==> src/design/stoch_pkg.sv <==
`default_nettype none

package stoch_pkg;

    localparam int VALUE_W   = 9;            // Probability and counter width
    localparam int FRAME_LEN = VALUE_W + 1;  // Data bits plus one dummy bit
    localparam int LFSR_W    = 31;

    localparam logic [VALUE_W-1:0] VALUE_MAX    = 9'd511;  // Saturation ceiling
    localparam int                 LFSR_TAP_HI  = 30;
    localparam int                 LFSR_TAP_LO  = 27;
    localparam logic [LFSR_W-1:0]  DEFAULT_SEED = 31'd134995;

    typedef logic [VALUE_W-1:0] value_t;

    // Random words for the five comparators
    typedef struct packed {
        value_t ra;  // Input a
        value_t rb;  // Input b
        value_t r1;  // Counter 1
        value_t r2;  // Counter 2
        value_t r3;  // Counter 3
    } rand_words_t;

    typedef struct packed {
        logic sn_a;  // Increment stream of counter 1
        logic sn_b;  // Shared decrement stream
    } sn_in_t;

    typedef struct packed {
        value_t v1;
        value_t v2;
        value_t v3;
    } integ_values_t;

    // Fixed LFSR bit positions of each random word
    // Words overlap partly but never share the same bit order
    function automatic rand_words_t rand_slice(input logic [LFSR_W-1:0] s);
        rand_words_t w;
        w.ra = s[8:0];
        w.rb = {s[5:0], s[18:16]};
        w.r1 = s[30:22];
        w.r2 = {s[15:13], s[6:1]};
        w.r3 = {s[24:19], s[14:12]};
        return w;
    endfunction

endpackage

`default_nettype wire
==> src/design/stoch_integrator_top.sv <==
`timescale 1ns/1ps
`default_nettype none

module stoch_integrator_top import stoch_pkg::*; #(
    parameter logic [LFSR_W-1:0] LFSR_SEED       = DEFAULT_SEED,
    parameter int                SNAPSHOT_FRAMES = 2
) (
    input  wire  clk,
    input  wire  rst_n,
    input  wire  in_a,       // Serial probability a
    input  wire  in_b,       // Serial probability b
    output logic frame_end,  // Input frames align to this
    output logic out_v1,
    output logic out_v2,
    output logic out_v3,
    output logic sn_c        // Raw stream of counter 3
);

    value_t        prob_a;
    value_t        prob_b;
    sn_in_t        sn_in;
    rand_words_t   rand_words;
    integ_values_t values;

    serial_deframer u_deframer (
        .clk       (clk),
        .rst_n     (rst_n),
        .in_a      (in_a),
        .in_b      (in_b),
        .prob_a    (prob_a),
        .prob_b    (prob_b),
        .frame_end (frame_end)
    );

    // Producer
    stoch_source #(
        .LFSR_SEED (LFSR_SEED)
    ) u_source (
        .clk        (clk),
        .rst_n      (rst_n),
        .prob_a     (prob_a),
        .prob_b     (prob_b),
        .sn_in      (sn_in),
        .rand_words (rand_words)
    );

    // Accumulated state
    integrator_chain u_chain (
        .clk        (clk),
        .rst_n      (rst_n),
        .sn_in      (sn_in),
        .rand_words (rand_words),
        .values     (values),
        .sn_c       (sn_c)
    );

    // Consumer
    result_serializer #(
        .SNAPSHOT_FRAMES (SNAPSHOT_FRAMES)
    ) u_serializer (
        .clk       (clk),
        .rst_n     (rst_n),
        .frame_end (frame_end),
        .values    (values),
        .out_v1    (out_v1),
        .out_v2    (out_v2),
        .out_v3    (out_v3)
    );

endmodule

`default_nettype wire

==> src/design/result_serializer.sv <==
`timescale 1ns/1ps
`default_nettype none

module result_serializer import stoch_pkg::*; #(
    parameter int SNAPSHOT_FRAMES = 2  // Frames between snapshots
) (
    input  wire           clk,
    input  wire           rst_n,
    input  wire           frame_end,
    input  integ_values_t values,
    output logic          out_v1,
    output logic          out_v2,
    output logic          out_v3
);

    localparam int WORDS = 3;
    localparam int CNT_W = (SNAPSHOT_FRAMES > 1) ? $clog2(SNAPSHOT_FRAMES) : 1;

    localparam logic [CNT_W-1:0] LAST_FRAME = CNT_W'(SNAPSHOT_FRAMES - 1);

    logic [CNT_W-1:0] frame_cnt;
    logic             capture;    // Snapshot on this frame_end
    integ_values_t    snapshot;
    value_t           live [WORDS];
    value_t           held [WORDS];
    logic             ser_bit [WORDS];

    assign capture = frame_end && (frame_cnt == LAST_FRAME);

    always_ff @(posedge clk or posedge rst_n) begin
        if (rst_n) begin
            frame_cnt <= '0;
            snapshot  <= '0;
        end else if (frame_end) begin
            if (capture) begin
                frame_cnt <= '0;
                snapshot  <= values;
            end else begin
                frame_cnt <= frame_cnt + 1'b1;
            end
        end
    end

    assign live[0] = values.v1;
    assign live[1] = values.v2;
    assign live[2] = values.v3;
    assign held[0] = snapshot.v1;
    assign held[1] = snapshot.v2;
    assign held[2] = snapshot.v3;

    // Loaded at frame end, LSB out in slot 0
    // Zeros shift in, so slot 9 always sends 0
    for (genvar i = 0; i < WORDS; i++) begin : g_shift
        value_t shreg_q;

        always_ff @(posedge clk or posedge rst_n) begin
            if (rst_n) begin
                shreg_q <= '0;
            end else if (frame_end) begin
                shreg_q <= capture ? live[i] : held[i];  // New snapshot goes out at once
            end else begin
                shreg_q <= shreg_q >> 1;
            end
        end

        assign ser_bit[i] = shreg_q[0];
    end

    assign out_v1 = ser_bit[0];
    assign out_v2 = ser_bit[1];
    assign out_v3 = ser_bit[2];

endmodule

`default_nettype wire

==> src/design/integrator_chain.sv <==
`timescale 1ns/1ps
`default_nettype none

module integrator_chain import stoch_pkg::*; (
    input  wire           clk,
    input  wire           rst_n,
    input  sn_in_t        sn_in,
    input  rand_words_t   rand_words,
    output integ_values_t values,
    output logic          sn_c        // Bitstream of counter 3
);

    localparam int STAGES = 3;

    value_t cnt    [STAGES];  // Counter values
    value_t r_word [STAGES];  // Comparator random words
    logic   inc    [STAGES];  // Increment stream per stage
    logic   sn_bit [STAGES];  // Output stream per stage
    logic   dec;

    assign dec = sn_in.sn_b;  // Same decrement for all stages

    assign r_word[0] = rand_words.r1;
    assign r_word[1] = rand_words.r2;
    assign r_word[2] = rand_words.r3;

    // Each stage integrates the stream of the one before
    assign inc[0] = sn_in.sn_a;
    assign inc[1] = sn_bit[0];
    assign inc[2] = sn_bit[1];

    for (genvar i = 0; i < STAGES; i++) begin : g_stage
        value_t cnt_q;

        // Saturating up/down counter
        always_ff @(posedge clk or posedge rst_n) begin
            if (rst_n) begin
                cnt_q <= '0;
            end else if (inc[i] && !dec) begin
                if (cnt_q != VALUE_MAX) begin
                    cnt_q <= cnt_q + 1'b1;
                end
            end else if (dec && !inc[i]) begin
                if (cnt_q != '0) begin  // Floor at zero
                    cnt_q <= cnt_q - 1'b1;
                end
            end
            // Both or neither set, hold
        end

        assign cnt[i]    = cnt_q;
        assign sn_bit[i] = (cnt_q > r_word[i]);  // Never 1 at zero
    end

    assign values.v1 = cnt[0];  // ~ t
    assign values.v2 = cnt[1];  // ~ t^2/2
    assign values.v3 = cnt[2];  // ~ t^3/6
    assign sn_c      = sn_bit[2];

endmodule

`default_nettype wire

==> src/design/stoch_source.sv <==
`timescale 1ns/1ps
`default_nettype none

module stoch_source import stoch_pkg::*; #(
    parameter logic [LFSR_W-1:0] LFSR_SEED = DEFAULT_SEED
) (
    input  wire         clk,
    input  wire         rst_n,
    input  value_t      prob_a,
    input  value_t      prob_b,
    output sn_in_t      sn_in,       // Registered input bitstreams
    output rand_words_t rand_words   // Sliced from current LFSR state
);

    logic [LFSR_W-1:0] lfsr;
    logic              feedback;

    assign feedback   = lfsr[LFSR_TAP_HI] ^ lfsr[LFSR_TAP_LO];
    assign rand_words = rand_slice(lfsr);

    // Fibonacci LFSR, shifts toward the top bit
    always_ff @(posedge clk or posedge rst_n) begin
        if (rst_n) begin
            lfsr <= LFSR_SEED;
        end else begin
            lfsr <= {lfsr[LFSR_W-2:0], feedback};
        end
    end

    // Stochastic number generators
    // A bit is 1 when the probability beats the random word,
    // so a zero probability never yields a 1
    always_ff @(posedge clk or posedge rst_n) begin
        if (rst_n) begin
            sn_in <= '0;
        end else begin
            sn_in.sn_a <= (prob_a > rand_words.ra);
            sn_in.sn_b <= (prob_b > rand_words.rb);
        end
    end

endmodule

`default_nettype wire

==> src/design/serial_deframer.sv <==
`timescale 1ns/1ps
`default_nettype none

module serial_deframer import stoch_pkg::*; (
    input  wire    clk,
    input  wire    rst_n,
    input  wire    in_a,       // Serial frame, LSB first
    input  wire    in_b,
    output value_t prob_a,     // Stable for a whole frame
    output value_t prob_b,
    output logic   frame_end   // High during the dummy slot
);

    localparam int SLOT_W = $clog2(FRAME_LEN);

    localparam logic [SLOT_W-1:0] LAST_SLOT = SLOT_W'(FRAME_LEN - 1);
    localparam logic [SLOT_W-1:0] DATA_END  = SLOT_W'(VALUE_W);  // First non-data slot

    logic [SLOT_W-1:0] slot;   // Frame position, 0 after reset
    value_t            shift_a;
    value_t            shift_b;

    assign frame_end = (slot == LAST_SLOT);

    always_ff @(posedge clk or posedge rst_n) begin
        if (rst_n) begin
            slot <= '0;
        end else if (frame_end) begin
            slot <= '0;  // Wrap after dummy bit
        end else begin
            slot <= slot + 1'b1;
        end
    end

    // Bit i arrives in slot i and ends up at position i after 9 shifts
    always_ff @(posedge clk) begin
        if (slot < DATA_END) begin
            shift_a <= {in_a, shift_a[VALUE_W-1:1]};
            shift_b <= {in_b, shift_b[VALUE_W-1:1]};
        end
    end

    always_ff @(posedge clk or posedge rst_n) begin
        if (rst_n) begin
            prob_a <= '0;
            prob_b <= '0;
        end else if (frame_end) begin  // Dummy bit ignored
            prob_a <= shift_a;
            prob_b <= shift_b;
        end
    end

endmodule

`default_nettype wire

==> config.mk <==
export PLATFORM = sky130hd
export DESIGN_NAME = stoch_integrator_top
export DESIGN_NICKNAME = d
export VERILOG_FILES = /design/src/design/stoch_pkg.sv /design/src/design/stoch_integrator_top.sv /design/src/design/result_serializer.sv /design/src/design/integrator_chain.sv /design/src/design/stoch_source.sv /design/src/design/serial_deframer.sv
export SDC_FILE = /design/constraint.sdc
export NUM_CORES = 1
export LEC_CHECK = 0
export BUFFER_PORTS_ARGS = -buffer_cell sky130_fd_sc_hd__buf_2
export CAP_MARGIN = 0
export CORE_ASPECT_RATIO = 0.75
export CORE_MARGIN = 2
export CORE_UTILIZATION = 62
export DETAILED_ROUTE_END_ITERATION = 10
export GPL_TIMING_DRIVEN = 0
export HOLD_SLACK_MARGIN = 0.08
export PLACE_DENSITY = 0.81
export SYNTH_ARGS = -nofsm -noshare
export SYNTH_HDL_FRONTEND = slang
export SYNTH_SLANG_ARGS = --single-unit
==> constraint.sdc <==
create_clock -name clk -period 5.87 [get_ports clk]
set_clock_uncertainty 0.05 [all_clocks]
set_input_delay 0.8805 -clock clk [delete_from_list [all_inputs] [get_ports clk]]
set_output_delay 0.8805 -clock clk [all_outputs]
set_load 0.005 [all_outputs]
==> results_dict.tcl <==
set metrics [dict create \
    synth_mux_area_share_pct 5.147 \
    hold_path.startpoint "u_source.lfsr[10]" \
    fmax_mhz 258.1 \
    grt_pass1_wl_mm 25.74 \
    clk_latency_ns 0.42 \
    wl_per_cell_um 17.01 \
    synth_xor_xnor_area_share_pct 3.437 \
    reg2reg_from "u_chain.g_stage[0].cnt_q[4]" \
    drive_above_1_share_pct 13.21 \
    cts_root_buf "clkbuf_16" \
    finalPower_uw 4151 \
    die_h_um 98.55 \
    cts.sinks 155 \
    place_congestion 0.8420 \
    period_share_pct 66.00 \
    cts_made_buffers 17 \
    hold_buffers 0 \
    drc 0 \
    p_clk_share_pct 25.3 \
    drt_iter0_markers 274 \
    tightest_slew_ns 0.9339 \
    yosysWarnings 0 \
    synthFlopType "dfrtp_1" \
    yosys-top-cells-count "nand2_1, dfrtp_1, ha_1" \
    rows 34 \
    grtUsageMet3_pct 4.886 \
    p_per_area_nw_per_um2 504.1 \
    ys_top_cells_by_area "dfrtp_1, ha_1, nand2_1" \
    cp_data_arrival_time_ns 4.13 \
    synth_top_family_by_area "simple AND/OR/NAND/NOR gates" \
    maxCapViolCount 0 \
    routed_wl_mm 14.98 \
    internal_power_uw 2648 \
    rr_worst_depth 12 \
    gr-usage-all-layers_pct 26.04 \
    drtPass1Iterations 5 \
    grt_util_met1_pct 35.28 \
    die-area_um2 12820 \
    port-buffer-count 8 \
    grt_antenna_before_repair 0 \
    chipWidth_um 130.1 \
    yosys.area_share.simple_pct 13.26 \
    busiest_layer "met2" \
    h-tree-depth 4 \
    leakage_uw 0.003833 \
    cts_tree "built" \
    crit_fanout 9 \
    io_pins 9 \
    fin_crit_ns 3.874 \
    vias 4953 \
    synth_fa_ha_area_share_pct 12.50 \
    clk_path_buf_depth 2 \
    worstHoldPathType "flop to flop" \
    synthesis.area_um2 7390 \
    critical_path_class "flop to flop" \
    yosysMostFrequentCell "nand2_1" \
    peakVddDrop_mv 0.3043 \
    switching_share_pct 36.20 \
    p_sw_uw 1503 \
    cp.required_ns 6.13 \
    syn_area_per_cell_um2 10.90 \
    rr_endpoint "u_chain.g_stage[1].cnt_q[7]" \
    synth_compound_area_share_pct 8.415 \
    grt_overflow 0 \
    reg2reg_slack_ns 2.00 \
    synth.largest_area_cell "dfrtp_1" \
    grt_pass1_vias 5251 \
    hold_violations 0 \
    synth_top_area_share_pct 43.35 \
    relSlewSlack_pct 37.73 \
    area_delta_synth_final_pct 11.43 \
    viasPerCell 5.622 \
    end_kind "flop" \
    synth_cells 678 \
    startpoint_type "flop" \
    ys_seq_area_share_pct 53.86 \
    async_reset_ff_share_pct 88.39 \
    core_area_um2 11610 \
    rsz0062_at_grt "no" \
    status "complete, no violations" \
    ys_types 50 \
    start_util_pct 63.63 \
    setup_viol_count_final 0 \
    cts_resized 0 \
    min_to "u_source.lfsr[11]" \
    p_seq_share_pct 37.1 \
    fin_tns_setup_ns 0 \
    cts_setup_buffers 0 \
    grt_max_degree 107 \
    synth_edf_count 18 \
    synth_nets 754 \
    met2_usage_pct 42.33 \
    clk_pin_slew_ns 0.06 \
    pwr-share-comb_pct 37.6 \
    ant_nets 0 \
    dpl.hpwl_mm 10.10 \
    synth_seq_cells 155 \
    slew_violations 0 \
    nets 782 \
    hold_depth 0 \
    diodes 0 \
]
cells by family after synthesis:
kind of cell	Yosys count
buf+inv	62
simple gates	233
xor+xnor	29
fa+ha+maj	72
flops	155
compound gates	94
mux	33
layout by cell type, fill, tap and decap left out, drive strengths merged, types with 2 or more instances in the layout:
cell	count
nand2	149
dfrtp	128
ha	69
inv	53
nor2	40
mux2	30
clkbuf	25
o21ai	23
a21oi	21
xnor2	18
edfxtp	18
buf	16
o21a	11
nor3	11
xor2	11
nand4	10
a21o	9
dfstp	9
clkinv	8
nor2b	5
nand3	5
and2	4
o211ai	4
a31oi	4
o41ai	4
a21boi	4
nand2b	3
o31a	3
nor4	3
fa	3
mux2i	3
a211oi	2
a41oi	2
o21bai	2
flip-flops by register name (all words and copies together) (netlist names):
signal                        cells
u_deframer.prob_a                 9
u_deframer.shift_b                9
u_source.sn_in                    2
u_source.lfsr                    31
u_deframer.shift_a                9
u_deframer.prob_b                 9
u_serializer.frame_cnt            1
u_serializer.held                27
u_deframer.slot                   4
u_chain.g_stage.cnt_q            27
u_serializer.g_shift.shreg_q     27
stage by stage:
step	std cells	instance area [µm²]	hold WS, ns	setup WS [ns]	util (%)
after floorplan	678	7390	0.2952	1.287	-
after detailed placement	849	7669	0.2989	2.034	66.03
after global routing	881	8234	0.3116	1.718	70.90
final	881	8234	0.3080	1.996	70.90
after global placement	848	7632	0.2962	-0.08801	65.72
after CTS	881	8234	0.3076	1.997	70.90
worst max path at each step:
stage | from | endpoint | slack [ns] | cells after the start
2_1_floorplan | rst_n | u_chain.g_stage[0].cnt_q[0] | 1.29 | 1
3_3_place_gp | rst_n | u_chain.g_stage[1].cnt_q[4] | -0.09 | 2
3_5_place_dp | u_chain.g_stage[0].cnt_q[4] | u_chain.g_stage[1].cnt_q[7] | 2.03 | 12
4_1_cts | u_chain.g_stage[0].cnt_q[4] | u_chain.g_stage[1].cnt_q[7] | 2.00 | 12
5_1_grt | u_source.lfsr[4] | u_chain.g_stage[2].cnt_q[8] | 1.72 | 15
6_report | u_chain.g_stage[0].cnt_q[4] | u_chain.g_stage[1].cnt_q[7] | 2.00 | 12
power groups by stage:
stage | Combinational (µW) | Sequential, µW | Clock (µW)
final | 1560 | 1540 | 1050
after global routing | 1780 | 1560 | 1110
after CTS | 1560 | 1540 | 1070
after detailed placement | 1530 | 1550 | 0
after global placement | 1420 | 1530 | 0
after floorplan | 1260 | 1460 | 0
critical path, stage by stage, from the launching register on:
cell	delay, ns
dfrtp_1	0.48
ha_1	0.35
a21oi_1	0.16
o21ai_1	0.12
a2111oi_2	0.49
a211o_1	0.44
ha_1	0.31
a21o_1	0.15
a21oi_1	0.22
o21ai_0	0.20
o41ai_1	0.40
xnor2_1	0.11
mux2_2	0.27
metal layers:
metal / part of all wire, % / routed length (µm) / vias to the layer above
met1: 45 / 6801 / 2469
met2: 49 / 7371 / 91
met3: 3.5 / 517 / 27
li1: - / - / 2366
met4: 2.0 / 293 / 0
met5: 0 / 0 / -
area by class of cell:
type	count	area (µm²)
timing repair buffer	9	67.56
tap	162	202.7
inverter	47	181.4
fill	808	3379
sequential	155	3980
buffer	15	73.82
multi-input combinational	461	3163
clock inverter	15	140.1
clock buffer	17	425.4
No activity file was read; power rests on OpenSTA's default activity.
